### src/logic/qdr_cal_pkg.sv
`default_nettype none

package qdr_cal_pkg;

  typedef struct packed {
    logic [7:0]  paddr;
    logic        psel;
    logic        penable;
    logic        pwrite;
    logic [31:0] pwdata;
  } apb_req_t;

  typedef struct packed {
    logic [31:0] prdata;
    logic        pready;
    logic        pslverr;
  } apb_rsp_t;

  localparam logic [7:0] REG_CTRL    = 8'h00; // bit 0 starts calibration
  localparam logic [7:0] REG_STATUS  = 8'h04; // busy, done, fail
  localparam logic [7:0] REG_ALIGNED = 8'h08; // per-bit swap mask

  typedef enum logic [2:0] {
    IDLE,
    WRITE,
    WAIT,
    TRAIN,
    FINISH,
    DONE
  } align_state_e;

  // busy lands on bit 0 of STATUS
  typedef struct packed {
    logic fail;
    logic done;
    logic busy;
  } cal_status_t;

  localparam int READ_WAIT_CYCLES = 16; // settling time after the training write
  localparam int SETTLE_CYCLES    = 4;  // delay line settling per tap

endpackage

`default_nettype wire

### src/logic/qdr_bit_align.sv
`timescale 1ns/1ps
`default_nettype none

module qdr_bit_align (
  input  logic                     clk0,
  input  logic                     reset,
  input  logic                     cal_start,
  output qdr_cal_pkg::cal_status_t status,
  output logic                     train_start,
  input  logic                     train_done,
  input  logic                     train_fail,
  output logic                     qdr_w_n,
  output logic                     qdr_r_n
);

  localparam int WAIT_W = $clog2(qdr_cal_pkg::READ_WAIT_CYCLES);

  qdr_cal_pkg::align_state_e state;
  logic [WAIT_W-1:0]         read_wait;
  logic [2:0]                finish_wait;

  always_ff @(posedge clk0) begin
    if (reset) begin
      state       <= qdr_cal_pkg::IDLE;
      status      <= '0;
      train_start <= 1'b0;
      qdr_w_n     <= 1'b1;
      qdr_r_n     <= 1'b1;
    end else begin
      train_start <= 1'b0;
      qdr_w_n     <= (state != qdr_cal_pkg::WRITE); // one write cycle just after WRITE
      qdr_r_n     <= !(state inside {qdr_cal_pkg::WAIT, qdr_cal_pkg::TRAIN,
                                     qdr_cal_pkg::FINISH}); // reads held open
      case (state)
        qdr_cal_pkg::IDLE, qdr_cal_pkg::DONE: begin
          if (cal_start) begin
            state       <= qdr_cal_pkg::WRITE;
            status.busy <= 1'b1;
            status.done <= 1'b0;
            status.fail <= 1'b0; // fresh run clears the old result
          end
        end
        qdr_cal_pkg::WRITE: begin
          read_wait <= WAIT_W'(qdr_cal_pkg::READ_WAIT_CYCLES - 1);
          state     <= qdr_cal_pkg::WAIT;
        end
        qdr_cal_pkg::WAIT: begin
          if (read_wait == '0) begin
            train_start <= 1'b1; // read data has settled
            state       <= qdr_cal_pkg::TRAIN;
          end else begin
            read_wait <= read_wait - 1'b1;
          end
        end
        qdr_cal_pkg::TRAIN: begin
          if (train_done) begin
            status.fail <= train_fail; // latched for software
            finish_wait <= '0;
            state       <= qdr_cal_pkg::FINISH;
          end
        end
        qdr_cal_pkg::FINISH: begin
          if (finish_wait == 3'd7) begin
            status.busy <= 1'b0;
            status.done <= 1'b1;
            state       <= qdr_cal_pkg::DONE;
          end else begin
            finish_wait <= finish_wait + 1'b1;
          end
        end
        default: begin
          state <= qdr_cal_pkg::IDLE;
        end
      endcase
    end
  end

endmodule

`default_nettype wire

### src/logic/qdr_bit_correct.sv
`timescale 1ns/1ps
`default_nettype none

module qdr_bit_correct #(
  parameter int DATA_WIDTH = 8
) (
  input  logic                  clk0,
  input  logic                  reset,
  input  logic [DATA_WIDTH-1:0] aligned,
  input  logic [DATA_WIDTH-1:0] qdr_q_rise,
  input  logic [DATA_WIDTH-1:0] qdr_q_fall,
  output logic [DATA_WIDTH-1:0] qdr_q_rise_cal,
  output logic [DATA_WIDTH-1:0] qdr_q_fall_cal
);

  // bits that slipped half a cycle get rise and fall exchanged
  always_ff @(posedge clk0) begin
    if (reset) begin
      qdr_q_rise_cal <= '0;
      qdr_q_fall_cal <= '0;
    end else begin
      qdr_q_rise_cal <= (qdr_q_rise & ~aligned) | (qdr_q_fall & aligned);
      qdr_q_fall_cal <= (qdr_q_fall & ~aligned) | (qdr_q_rise & aligned);
    end
  end

endmodule

`default_nettype wire

### src/logic/qdr_bit_train.sv
`timescale 1ns/1ps
`default_nettype none

module qdr_bit_train #(
  parameter int DATA_WIDTH = 8,
  parameter int TAP_WIDTH  = 5
) (
  input  logic                  clk0,
  input  logic                  reset,
  input  logic                  train_start,
  output logic                  train_done,
  output logic                  train_fail,
  input  logic [DATA_WIDTH-1:0] q_rise,
  input  logic [DATA_WIDTH-1:0] q_fall,
  output logic [DATA_WIDTH-1:0] dly_rst,
  output logic [DATA_WIDTH-1:0] dly_en,
  output logic [DATA_WIDTH-1:0] dly_inc_dec_n,
  output logic [DATA_WIDTH-1:0] aligned
);

  localparam int                   SETTLE   = qdr_cal_pkg::SETTLE_CYCLES;
  localparam int                   CNT_W    = $clog2(SETTLE) + 1;
  localparam logic [TAP_WIDTH-1:0] LAST_TAP = '1;

  typedef enum logic [2:0] {
    T_IDLE,
    T_SETTLE,
    T_SAMPLE,
    T_CENTRE_RST,
    T_CENTRE
  } train_state_e;

  train_state_e          state;
  logic [CNT_W-1:0]      settle_cnt;
  logic [TAP_WIDTH-1:0]  tap;
  logic [TAP_WIDTH-1:0]  step_cnt;
  logic                  phase;
  logic                  fail_r;
  logic [DATA_WIDTH-1:0] seen;
  logic [DATA_WIDTH-1:0] pass;
  logic [DATA_WIDTH-1:0] inc_need;
  logic [TAP_WIDTH:0]    run_len  [DATA_WIDTH];
  logic [TAP_WIDTH-1:0]  run_lo   [DATA_WIDTH];
  logic [TAP_WIDTH:0]    best_len [DATA_WIDTH];
  logic [TAP_WIDTH-1:0]  best_lo  [DATA_WIDTH];
  logic [TAP_WIDTH-1:0]  best_hi  [DATA_WIDTH];
  logic [TAP_WIDTH-1:0]  centre   [DATA_WIDTH];

  assign pass          = q_rise ^ q_fall; // pattern seen in either order
  assign dly_inc_dec_n = '1;              // taps only ever move up

  // centre tap per bit and which bits still need a step
  always_comb begin
    for (int i = 0; i < DATA_WIDTH; i++) begin
      centre[i]   = TAP_WIDTH'(({1'b0, best_lo[i]} + {1'b0, best_hi[i]}) >> 1);
      inc_need[i] = !fail_r && (step_cnt < centre[i]); // a failed run leaves taps at 0
    end
  end

  always_ff @(posedge clk0) begin
    if (reset) begin
      state      <= T_IDLE;
      dly_rst    <= '0;
      dly_en     <= '0;
      train_done <= 1'b0;
      train_fail <= 1'b0;
      aligned    <= '0;
      seen       <= '0;
      fail_r     <= 1'b0;
      tap        <= '0;
      settle_cnt <= '0;
      step_cnt   <= '0;
      phase      <= 1'b0;
    end else begin
      dly_rst    <= '0;
      dly_en     <= '0;
      train_done <= 1'b0;
      case (state)
        T_IDLE: begin
          if (train_start) begin
            dly_rst    <= '1; // sweep starts from tap 0
            seen       <= '0;
            aligned    <= '0;
            tap        <= '0;
            settle_cnt <= '0;
            state      <= T_SETTLE;
          end
        end
        T_SETTLE: begin
          if (settle_cnt == CNT_W'(SETTLE - 1)) begin
            state <= T_SAMPLE;
          end else begin
            settle_cnt <= settle_cnt + 1'b1;
          end
        end
        T_SAMPLE: begin
          seen       <= seen | pass;
          aligned    <= aligned | (~seen & pass & ~q_rise); // first pass decides the swap
          settle_cnt <= '0;
          if (tap == LAST_TAP) begin
            state <= T_CENTRE_RST;
          end else begin
            dly_en <= '1;
            tap    <= tap + 1'b1;
            state  <= T_SETTLE;
          end
        end
        T_CENTRE_RST: begin
          dly_rst  <= '1;
          fail_r   <= ~&seen; // some bit never saw the pattern
          step_cnt <= '0;
          phase    <= 1'b0;
          state    <= T_CENTRE;
        end
        T_CENTRE: begin
          phase <= !phase; // one step every other cycle
          if (!phase) begin
            if (|inc_need) begin
              dly_en   <= inc_need;
              step_cnt <= step_cnt + 1'b1;
            end else begin
              train_done <= 1'b1;
              train_fail <= fail_r;
              state      <= T_IDLE;
            end
          end
        end
        default: begin
          state <= T_IDLE;
        end
      endcase
    end
  end

  // longest run of passing taps per bit
  always_ff @(posedge clk0) begin
    if (state == T_IDLE && train_start) begin
      for (int i = 0; i < DATA_WIDTH; i++) begin
        run_len[i]  <= '0;
        best_len[i] <= '0;
        best_lo[i]  <= '0;
        best_hi[i]  <= '0;
      end
    end else if (state == T_SAMPLE) begin
      for (int i = 0; i < DATA_WIDTH; i++) begin
        if (pass[i]) begin
          if (run_len[i] == '0) begin
            run_lo[i] <= tap; // new run opens here
          end
          run_len[i] <= run_len[i] + 1'b1;
          if (run_len[i] + 1'b1 > best_len[i]) begin
            best_len[i] <= run_len[i] + 1'b1;
            best_lo[i]  <= (run_len[i] == '0) ? tap : run_lo[i];
            best_hi[i]  <= tap;
          end
        end else begin
          run_len[i] <= '0;
        end
      end
    end
  end

endmodule

`default_nettype wire

### src/logic/qdr_cal_apb_regs.sv
`timescale 1ns/1ps
`default_nettype none

module qdr_cal_apb_regs #(
  parameter int DATA_WIDTH = 8
) (
  input  logic                     clk0,
  input  logic                     reset,
  input  qdr_cal_pkg::apb_req_t    apb_req,
  output qdr_cal_pkg::apb_rsp_t    apb_rsp,
  input  qdr_cal_pkg::cal_status_t status,
  input  logic [DATA_WIDTH-1:0]    aligned,
  output logic                     cal_start
);

  logic access;
  logic start_hit;

  assign access = apb_req.psel && apb_req.penable; // access phase of a transfer

  assign start_hit = access && apb_req.pwrite &&
                     (apb_req.paddr == qdr_cal_pkg::REG_CTRL) &&
                     apb_req.pwdata[0];

  // read mux and error decode for the access phase
  always_comb begin
    apb_rsp         = '0;
    apb_rsp.pready  = 1'b1; // never stalls
    case (apb_req.paddr)
      qdr_cal_pkg::REG_CTRL: begin
        apb_rsp.prdata = '0; // start bit is self clearing
      end
      qdr_cal_pkg::REG_STATUS: begin
        apb_rsp.prdata = 32'(status);
      end
      qdr_cal_pkg::REG_ALIGNED: begin
        apb_rsp.prdata = 32'(aligned);
      end
      default: begin
        apb_rsp.pslverr = access; // unknown offset
      end
    endcase
  end

  // one cycle start pulse after the CTRL write
  always_ff @(posedge clk0) begin
    if (reset) begin
      cal_start <= 1'b0;
    end else begin
      cal_start <= start_hit && !status.busy; // dropped while a run is active
    end
  end

endmodule

`default_nettype wire

### src/logic/qdr_cal_top.sv
`timescale 1ns/1ps
`default_nettype none

module qdr_cal_top #(
  parameter int DATA_WIDTH = 8,
  parameter int TAP_WIDTH  = 5
) (
  input  logic                  clk0,
  input  logic                  reset,
  input  qdr_cal_pkg::apb_req_t apb_req,
  output qdr_cal_pkg::apb_rsp_t apb_rsp,
  input  logic [DATA_WIDTH-1:0] qdr_q_rise,
  input  logic [DATA_WIDTH-1:0] qdr_q_fall,
  output logic [DATA_WIDTH-1:0] qdr_q_rise_cal,
  output logic [DATA_WIDTH-1:0] qdr_q_fall_cal,
  output logic [DATA_WIDTH-1:0] qdr_d_rise,
  output logic [DATA_WIDTH-1:0] qdr_d_fall,
  output logic                  qdr_w_n,
  output logic                  qdr_r_n,
  output logic [DATA_WIDTH-1:0] dly_rst,
  output logic [DATA_WIDTH-1:0] dly_en,
  output logic [DATA_WIDTH-1:0] dly_inc_dec_n
);

  qdr_cal_pkg::cal_status_t status;
  logic                     cal_start;
  logic                     train_start;
  logic                     train_done;
  logic                     train_fail;
  logic [DATA_WIDTH-1:0]    aligned;

  assign qdr_d_rise = '1; // training pattern drives rise high
  assign qdr_d_fall = '0; // and fall low

  qdr_cal_apb_regs #(
    .DATA_WIDTH (DATA_WIDTH)
  ) u_regs (
    .clk0      (clk0),
    .reset     (reset),
    .apb_req   (apb_req),
    .apb_rsp   (apb_rsp),
    .status    (status),
    .aligned   (aligned),
    .cal_start (cal_start)
  );

  qdr_bit_align u_align (
    .clk0        (clk0),
    .reset       (reset),
    .cal_start   (cal_start),
    .status      (status),
    .train_start (train_start),
    .train_done  (train_done),
    .train_fail  (train_fail),
    .qdr_w_n     (qdr_w_n),
    .qdr_r_n     (qdr_r_n)
  );

  qdr_bit_train #(
    .DATA_WIDTH (DATA_WIDTH),
    .TAP_WIDTH  (TAP_WIDTH)
  ) u_train (
    .clk0          (clk0),
    .reset         (reset),
    .train_start   (train_start),
    .train_done    (train_done),
    .train_fail    (train_fail),
    .q_rise        (qdr_q_rise),
    .q_fall        (qdr_q_fall),
    .dly_rst       (dly_rst),
    .dly_en        (dly_en),
    .dly_inc_dec_n (dly_inc_dec_n),
    .aligned       (aligned)
  );

  qdr_bit_correct #(
    .DATA_WIDTH (DATA_WIDTH)
  ) u_correct (
    .clk0           (clk0),
    .reset          (reset),
    .aligned        (aligned),
    .qdr_q_rise     (qdr_q_rise),
    .qdr_q_fall     (qdr_q_fall),
    .qdr_q_rise_cal (qdr_q_rise_cal),
    .qdr_q_fall_cal (qdr_q_fall_cal)
  );

endmodule

`default_nettype wire

### config.mk
export PLATFORM = sky130hd
export DESIGN_NAME = qdr_cal_top
export DESIGN_NICKNAME = d
export VERILOG_FILES = /design/src/logic/qdr_cal_pkg.sv /design/src/logic/qdr_bit_align.sv /design/src/logic/qdr_bit_correct.sv /design/src/logic/qdr_bit_train.sv /design/src/logic/qdr_cal_apb_regs.sv /design/src/logic/qdr_cal_top.sv
export SDC_FILE = /design/constraint.sdc
export NUM_CORES = 1
export LEC_CHECK = 0
export BUFFER_PORTS_ARGS = -buffer_cell sky130_fd_sc_hd__buf_4
export CELL_PAD_IN_SITES_DETAIL_PLACEMENT = 2
export CELL_PAD_IN_SITES_GLOBAL_PLACEMENT = 2
export CORE_ASPECT_RATIO = 0.5
export CORE_UTILIZATION = 25
export CTS_CLUSTER_SIZE = 20
export DETAILED_ROUTE_END_ITERATION = 7
export PLACE_DENSITY_LB_ADDON = 0.12
export SLEW_MARGIN = 40
export SYNTH_ARGS = -nofsm -noshare
export SYNTH_HDL_FRONTEND = slang
export SYNTH_SLANG_ARGS = --single-unit
### constraint.sdc
create_clock -name clk0 -period 5.6 [get_ports clk0]
set_input_delay 0.56 -clock clk0 [delete_from_list [all_inputs] [get_ports clk0]]
set_output_delay 0.56 -clock clk0 [all_outputs]
set_load 0.01 [all_outputs]
Word-level counts from Yosys, hierarchy flattened
Memories as Yosys holds them, arrays and structs flattened. Cells that the tools add are included.

$add $sub $neg: 21. $lt $le $gt $ge: 16. Equality and inequality tests: 28. Muxes and demuxes: 237. Bitwise gates (word level): 59. Reductions and logical operators: 56.

Operators by type and width (count): $mux 1 (150); $mux 6 (24); $mux 5 (28); $pmux 8 s2 (5); $add 5x5->6 (8); $add 6x1->6 const B (8); $and 8x8->8 (6); $gt 6x6->1 (8); $logic_not 6->1 (8); $lt 5x5->1 (8); $mux 8 (5); $or 1x1->1 (40); $mux 3 (12); $or 8x8->8 (4); $pmux 3 s5 (2); $not 8->8 (3); $reduce_and 3->1 (7); $ne 2x2->1 const B (10); $pmux 5 s2 (2); $eq 3x2->1 const B (5); $logic_and 1x1->1 (14); $eq 3x3->1 const B (4); $reduce_and 4->1 (3); $reduce_bool 2->1 (6); other kinds (28) (47).

Bits in registers: 85. RAM bits: 216. Bits of input ports: 61. Output and inout bits: 92. Word-level logic and storage cells: 446. Memories kept: 5.

Memory list: u_train.best_len (depth 8, width 6, read ports 8, clocked after memory_dff 0, write ports 8, line qdr_bit_train.sv:44) `logic [TAP_WIDTH:0] best_len [DATA_WIDTH];`; u_train.run_len (depth 8, width 6, read ports 8, clocked after memory_dff 0, write ports 8, line qdr_bit_train.sv:42) `logic [TAP_WIDTH:0] run_len [DATA_WIDTH];`; u_train.best_hi (depth 8, width 5, read ports 8, clocked after memory_dff 0, write ports 8, line qdr_bit_train.sv:46) `logic [TAP_WIDTH-1:0] best_hi [DATA_WIDTH];`; u_train.best_lo (depth 8, width 5, read ports 8, clocked after memory_dff 0, write ports 8, line qdr_bit_train.sv:45) `logic [TAP_WIDTH-1:0] best_lo [DATA_WIDTH];`; u_train.run_lo (depth 8, width 5, read ports 8, clocked after memory_dff 0, write ports 8, line qdr_bit_train.sv:43) `logic [TAP_WIDTH-1:0] run_lo [DATA_WIDTH];`.

Depth between registers and ports, before layout
Gate-level depths: netlist of run 1. An unclocked memory read counts as a cell.

Word-level depth: 9. Depth in mapped cells: 13. Mapped depth without buffers: 13.

Hierarchy
A second synthesis of run 1 with hierarchy kept.

Cells, all modules: 1476. Area total of the unflattened synthesis: 16059.2 um^2.

By module, submodules not included: qdr_bit_train (times used 1, cells each 1269, area an instance 14077.3 um^2, sequential area each 7387.1 um^2); qdr_bit_align (times used 1, cells each 83, area an instance 807.0 um^2, sequential area each 390.4 um^2); qdr_bit_correct (times used 1, cells each 50, area an instance 596.8 um^2, sequential area each 320.3 um^2); qdr_cal_apb_regs (times used 1, cells each 56, area an instance 450.4 um^2, sequential area each 20.0 um^2); qdr_cal_top (times used 1, cells each 18, area an instance 127.6 um^2, sequential area each 0.0 um^2).

Worst setup path before layout of run 1
Ideal clock, no wire load.

Path kind: flip-flop to flip-flop. Start point: mem u_train.run_len[0][42] (netlist bit). End point: mem u_train.best_hi[7][0], in the netlist u_train.best_hi[1][15], enable pin. Setup time: 0.411 ns. Arrival time: 3.079 ns. Required time: 5.189 ns. Slack: 2.110 ns. Stages on the path, launching flop included: 10. Buffers on the path: 0. Period minus slack after synthesis: 3.490 ns. Path through: edfxtp_1 ha_1 nand3_1 xor2_1 inv_1 ha_1 and4_1 a311oi_1 nand2_1 o21ai_0.

RTL lines (line): start: declaration (qdr_bit_train.sv:42); end: declaration (qdr_bit_train.sv:46).

==> flow_summary.ini, run 1 <==
[outcome]
status = complete, no violations

[logic_synthesis]
synth_common_cells = nor2_1 (235), edfxtp_1 (223), ha_1 (136), inv_1 (136), a21oi_1 (76)
syn_inst = 1460
synth_ff_type = edfxtp_1
synth_warnings = 0
yosys.area.top_type = edfxtp_1
avgSynthCellArea_um2 = 10.8
yosys.area.top_type_share = 0.426
synth-seq-area-share = 0.516
synth-edff-count = 223
yosysUniqueCellTypes = 65
ys_async_sr_fraction = 0
synth_area_leaders = edfxtp_1 (43%), ha_1 (11%), dfxtp_1 (9.0%)
syn-cell-area_mm2 = 0.0157
synth_seq_cells = 294
synth_most_common_cell = nor2_1

[cells_and_area]
final_util = 0.293
synthToLayoutAreaGrowth_pct = 15.0
final_area_mm2 = 0.0181
nNetsFinal = 1721
layout-drive-gt1-share = 0.103

[clock_tree]
cts-root-buf = clkbuf_16
cts_hold_buf = 0
cts.sinks = 294
post_cts_resized = 0
h-tree-depth = 2
clk_pin_slew_ns = 0.07
post_cts_buffers = 0
insertion_delay_ns = 0.53
cts_tree = yes
cts_buffers = 34
clockBufferDepth = 3

[place]
place.gp.congestion = 0.737
hpwl_um = 30600
io_buffer_count = 72
placed_area_mm2 = 0.0170

[timing]
setup_viol = 0
fmax_ghz = 0.283
skew_ns = 0.0199
tns_ns = 0
slew_violations = 0
post-route-min-period_ns = 3.53
fin_crit_sh = 0.631
tightestPinTransition_ns = 0.830
rsz0062_at_grt = false
hold_viol = 0
maxSlewHeadroom = 0.445

[route]
wl_met2_um = 19900
wl_um = 42700
dr.pass1.iters = 4
via_per_inst = 4.49
drt_iter0_drc = 345
topRoutingLayerUsed = met4
wl_met1_um = 20500
wl_met3_um = 1610
drc_errors = 0
vias = 10626
wl_per_cell_um = 18.1
ant_nets = 0

[global_route]
antenna_found_initial = 2
grt_max_degree = 56
grt_pass1_vias = 11747
grt_pass1_wl_um = 66300
gr-total-overflow = 0
grt_usage = 0.134

[critical_path]
critPathLaunch = u_train.best_lo[0][1]$_SDFFCE_PN0P_
r2r-end = u_train.step_cnt[1]$_SDFFE_PP0P_
path_class = flip-flop to flip-flop
rrSetupSlack_ns = 2.07
r2r_start = u_train.best_lo[0][1]$_SDFFCE_PN0P_
critPathMaxFanout = 5
setup.worst_path.end_class = flip-flop
worstPathArrival_ns = 3.99
r2r_cells = 12
critPathLaunchType = flip-flop
critical_path_required_ns = 6.06

[hold_path]
holdPathEnd = u_regs.cal_start$_SDFF_PP0_
min_from = apb_req[32]
hold_path_class = primary input to flip-flop
worstHoldPathCells = 3

[floorplan]
die_h_um = 179
fp.coreArea_mm2 = 0.0617
num_rows = 64
pin_count = 153
start_util = 0.255
die_width_um = 357
die-area_mm2 = 0.0640

[job]
maxCapViolations = 0

[pwr]
power.density_mw_per_mm2 = 259
ir_drop_mv = 0.162
p_leak_nw = 7.37
## layout make-up
| cell class | instances | area (um2) |
|---|---|---|
| inverter | 136 | 510 |
| timing repair buffer | 80 | 601 |
| sequential | 294 | 8120 |
| antenna | 1 | 2.50 |
| multi-input combinational | 970 | 6720 |
| fill | 6718 | 43600 |
| clock buffer | 48 | 996 |
| clock inverter | 13 | 114 |
| tap | 825 | 1030 |
## routing by layer
layer | track usage | up-vias
met1 | 0.179 | 5361
met2 | 0.228 | 130
met5 | 0 | -
li1 | - | 5086
met4 | 0.0290 | 0
met3 | 0.0247 | 49
## power by group
part	total (mW)	switching, mW	internal [mW]
clock	2.28	0.948	1.33
sequential	2.32	0.00200	2.32
combinational	0.0848	0.0553	0.0295
## through the flow
stage | setup slack (ns) | cells | total power, mW | hold WS, ns
finish | 2.07 | 2367 | 4.69 | 0.286
CTS | 1.92 | 2366 | 4.78 | 0.257
global route | 1.75 | 2366 | 4.86 | 0.269
detailed placement | 1.93 | 2305 | 2.45 | 0.486
floorplan | 2.11 | 1507 | 2.43 | 0.449
global placement | 1.89 | 2305 | 2.45 | 0.462
## sequential cells by signal, summed over array words and instances (netlist names), 3 cells and up
name and flops:
u_align.finish_wait 3, u_align.read_wait 4, u_align.state 3, u_align.status 3
u_correct.qdr_q_fall_cal 8, u_correct.qdr_q_rise_cal 8, u_train.aligned 8, u_train.best_hi 40
u_train.best_len 48, u_train.best_lo 40, u_train.dly_en 8, u_train.run_len 48
u_train.run_lo 40, u_train.seen 8, u_train.settle_cnt 3, u_train.state 3
u_train.step_cnt 5, u_train.tap 5
## critical path, cell delays in order (launching register included)
cell and delay, ns:
edfxtp_1 0.41, ha_1 0.31, a31o_2 0.20, a21oi_1 0.27, o21bai_1 0.11, a21oi_1 0.19
ha_1 0.28, nand2_1 0.09, a21oi_1 0.06, a2111oi_2 0.70, nor3_1 0.27, a21oi_1 0.36
mux2i_1 0.23
## cells in the final DEF (no fill, tap or decap), types with 9 or more instances in the layout
master     count
buf_4         80
inv_1        136
conb_1        49
nand3_1       26
o21a_1        17
edfxtp_1     223
a21oi_1       76
clkbuf_16     36
ha_1         136
nor2_1       233
and2_1        19
nor3_1        18
xor2_1        47
nand2b_1       9
dfxtp_1       71
nand2_1       68
o21bai_1      12
mux2i_1       59
a21o_1        11
nor4_1         9
nand4_1       15
xnor2_1       20
o211ai_1      13
nor2b_1       20
and3_1        15
## worst max path at each step
stage,endpoint,depth (start not counted),slack (ns)
6_report,u_train.step_cnt[1]$_SDFFE_PP0P_,12,2.07
5_1_grt,u_train.best_hi[1][1]$_SDFFCE_PN0P_,9,1.75
4_1_cts,u_train.best_hi[0][12]$_SDFFCE_PN0P_,9,1.92
3_5_place_dp,u_train.best_hi[0][14]$_SDFFCE_PN0P_,9,1.93
3_3_place_gp,u_train.step_cnt[0]$_SDFFE_PP0P_,12,1.89
2_1_floorplan,u_train.best_hi[1][15]$_DFFE_PP_,9,2.11
## logic make-up (layout without fill, tap and decap cells)
family          count (synthesis)  count (layout)  synth area share
other cells                     2              50          0.000477
flops                         294             294             0.516
buf+inv                       243             277            0.0727
xor+xnor                       67              67            0.0373
mux                            59              59            0.0375
simple gates                  461             461             0.135
compound gates                190             190            0.0822
fa+ha+maj                     144             144             0.118
Note: power is estimated with default switching activity, not from simulation.
==> inputs of run 2 (changes only) <==
ABC_AREA = 1   (was default)
clock period = 2.99 ns   (was 5.6 ns; I/O delays follow)
==> run 2 against run 1 <==
Compared with the run above:
- non-clock buffer count increased by 42
- largest power group unchanged
- critical endpoint is now u_train.train_fail$_SDFFE_PP0P_
- critical path type unchanged
- final cell count increased by 11%
- clock skew decreased by 0.0027 ns
==> flow_summary.ini, run 2 <==
[global_route]
grt_use_met3 = 0.0213
top_usage_layer = met2
antenna_found_initial = 2
grt_max_degree = 24
grt_pass1_wl_um = 71400
grt_pass1_vias = 12784
grt_usage = 0.142
gr-total-overflow = 0
use_met1 = 0.193
grtUsageMet2 = 0.238

[critical_path]
critPathLaunchType = flip-flop
path_delay_family = simple AND/OR/NAND/NOR gates
critical_path_required_ns = 3.45
cp_slowest_stage_delay_ns = 0.38
critPathSlowestCell = edfxtp_1
path_class = flip-flop to flip-flop
setup.worst_path.end_class = flip-flop
r2r_cells = 16
path_depth = 16
critPathMaxFanout = 4
crit_chain = ha_1 -> nand2_1 -> o21ai_1 -> a21o_1 -> a21oi_1 -> ha_1 -> nand2_1 -> nor2_1 -> nand2_1 -> nand3_1 -> nand2_1 -> nor2_2 -> nand2_2 -> o21bai_1 -> nand2_1 -> nor2_1
path_buf_inv = 0
crit_path_frequent_cell = nand2_1
worstPathArrival_ns = 3.22

[logic_synthesis]
synth_most_common_cell = nor2_1
synth_top_family_by_area = simple AND/OR/NAND/NOR gates
synth_warnings = 0
synthAdderAreaFrac = 0.117
synthSimpleGateAreaFrac = 0.162
synth-edff-count = 223
synth-compound-area-share = 0.0814
synth_ff_type = edfxtp_1
ys_async_sr_fraction = 0
synthMuxAreaShare = 0
yosys.area.top_type = edfxtp_1
yosys.area.top_type_share = 0.422
avgSynthCellArea_um2 = 9.63
synth_seq_cells = 294
synth_common_cells = nor2_1 (258), inv_1 (226), edfxtp_1 (223), nand2_1 (201), ha_1 (136)
yosysUniqueCellTypes = 50
synth-seq-area-share = 0.512
syn-cell-area_mm2 = 0.0159
synthXorXnorAreaFrac = 0.0353
synth_area_leaders = edfxtp_1 (42%), ha_1 (11%), dfxtp_1 (9.0%)
syn_inst = 1646

[hold_path]
hold_path_class = primary input to flip-flop
worstHoldPathCells = 2

[clock_tree]
cts.sinks = 294
h-tree-depth = 2
cts_tree = yes
cts_buffers = 34
clk_pin_slew_ns = 0.06
cts-root-buf = clkbuf_16
clockBufferDepth = 3
insertion_delay_ns = 0.53

[timing]
fmax_ghz = 0.362
hold_viol = 0
maxSlewHeadroom = 0.482
skew_ns = 0.0173
rsz0062_at_grt = false
setup_viol = 0
tns_ns = 0
post-route-min-period_ns = 2.76
tightestPinTransition_ns = 0.776
fin_crit_sh = 0.924
slew_violations = 0

[place]
placed_area_mm2 = 0.0174
io_buffer_count = 72
place.gp.congestion = 0.775
hpwl_um = 33400

[pwr]
power.density_mw_per_mm2 = 487
p_leak_nw = 7.95
ir_drop_mv = 0.270

[route]
wl_per_cell_um = 17.2
wl_um = 45000
dr.pass1.iters = 4
drc_errors = 0
drt_iter0_drc = 361
via_per_inst = 4.44
vias = 11616
ant_nets = 0

[cells_and_area]
layout-drive-gt1-share = 0.117
n_fill_cell = 6851
final_cell_mix = nor2_1 (256), inv_1 (226), edfxtp_1 (223)
reg_top3 = u_train.best_len (48), u_train.run_len (48)
nNetsFinal = 1973
final_common_cell = nor2_1
diodes = 0
final_area_mm2 = 0.0186
synthToLayoutAreaGrowth_pct = 17.2

[floorplan]
die_h_um = 180
num_rows = 64
die-area_mm2 = 0.0645
die_width_um = 358
start_util = 0.256
pin_count = 153
fp.coreArea_mm2 = 0.0619

[outcome]
status = complete, no violations

[job]
maxCapViolations = 0
==> run 2: cell count changes in the layout (fill, tap and decap cells not counted), sizes merged, moves of 18 or more <==
cell | before | now
nor2b | 20 | 0
inv | 137 | 233
a21oi | 76 | 124
o21ai | 10 | 69
nor2 | 236 | 265
nand3 | 26 | 55
and2 | 19 | 0
buf | 80 | 120
mux2i | 59 | 0
nand2 | 69 | 207
nand4 | 15 | 33
==> run 2: logic make-up (layout without fill, tap and decap cells) <==
family / Yosys count / in the layout
buffers and inverters: 318 / 418
XOR/XNOR: 64 / 64
AO/OA/AOI/OAI: 230 / 230
AND/OR/NAND/NOR: 594 / 594
flip-flops: 294 / 294
other: 2 / 49
adder cells (fa/ha/maj): 144 / 144
==> run 2: area by class of cell <==
type                    instances  area, um2  share of cell area
flip-flops and latches        294       8120               0.437
multi-input cells            1081       6510               0.350
well taps                     825       1030              0.0555
clock buffers                  44        962              0.0518
repair buffers                122        946              0.0509
inverters                     235        887              0.0477
clock inverters                17        129             0.00693
==> run 2: where the power goes <==
part	switching [mW]	total, mW	leakage, nW	internal [mW]
Sequential	0.0274	4.43	2.54	4.40
Combinational	0.297	0.447	4.88	0.150
Clock	1.73	4.17	0.537	2.44
==> run 2: what timing repair did <==
action / 4_1_cts / 5_1_grt
buffers inserted: 0 / 0
hold buffers: 2 / 0
resized for setup: 0 / 12
setup endpoints to repair: 0 / 21
hold endpoints to repair: 2 / 0
==> run 2: stage by stage <==
step                       util  worst slack, ns  instances  hold slack [ns]  power (mW)
after global routing      0.300           0.0124       2618           0.0104        9.46
after global placement    0.282            0.176       2555            0.447        4.95
after detailed placement  0.282           0.0665       2555            0.454        4.97
final                     0.300            0.228       2618           0.0320        9.04
after CTS                 0.300           0.0329       2618         0.000133        9.23
after floorplan               -            0.172       1693            0.378        4.84
==> run 2: worst paths after layout <==
kind / slack [ns] / endpoint / from
max reg2reg: 0.23 / u_train.train_fail$_SDFFE_PP0P_ / u_train.best_lo[1][17]$_SDFFCE_PP0P_
min: 0.03 / u_train.aligned[0]$_SDFFE_PP0P_ / qdr_q_rise[0]
max: 0.23 / u_train.train_fail$_SDFFE_PP0P_ / u_train.best_lo[1][17]$_SDFFCE_PP0P_
min reg2reg: 0.46 / u_train.settle_cnt[2]$_SDFFE_PP0P_ / u_train.settle_cnt[2]$_SDFFE_PP0P_
==> run 2: per-layer routing <==
layer  up-vias  wire [um]  part of all wire
met4         0        656             0.015
li1       5652          -                 -
met3        49       1640             0.036
met2       139      20800              0.46
met1      5776      21900              0.49
met5         -          0                 0
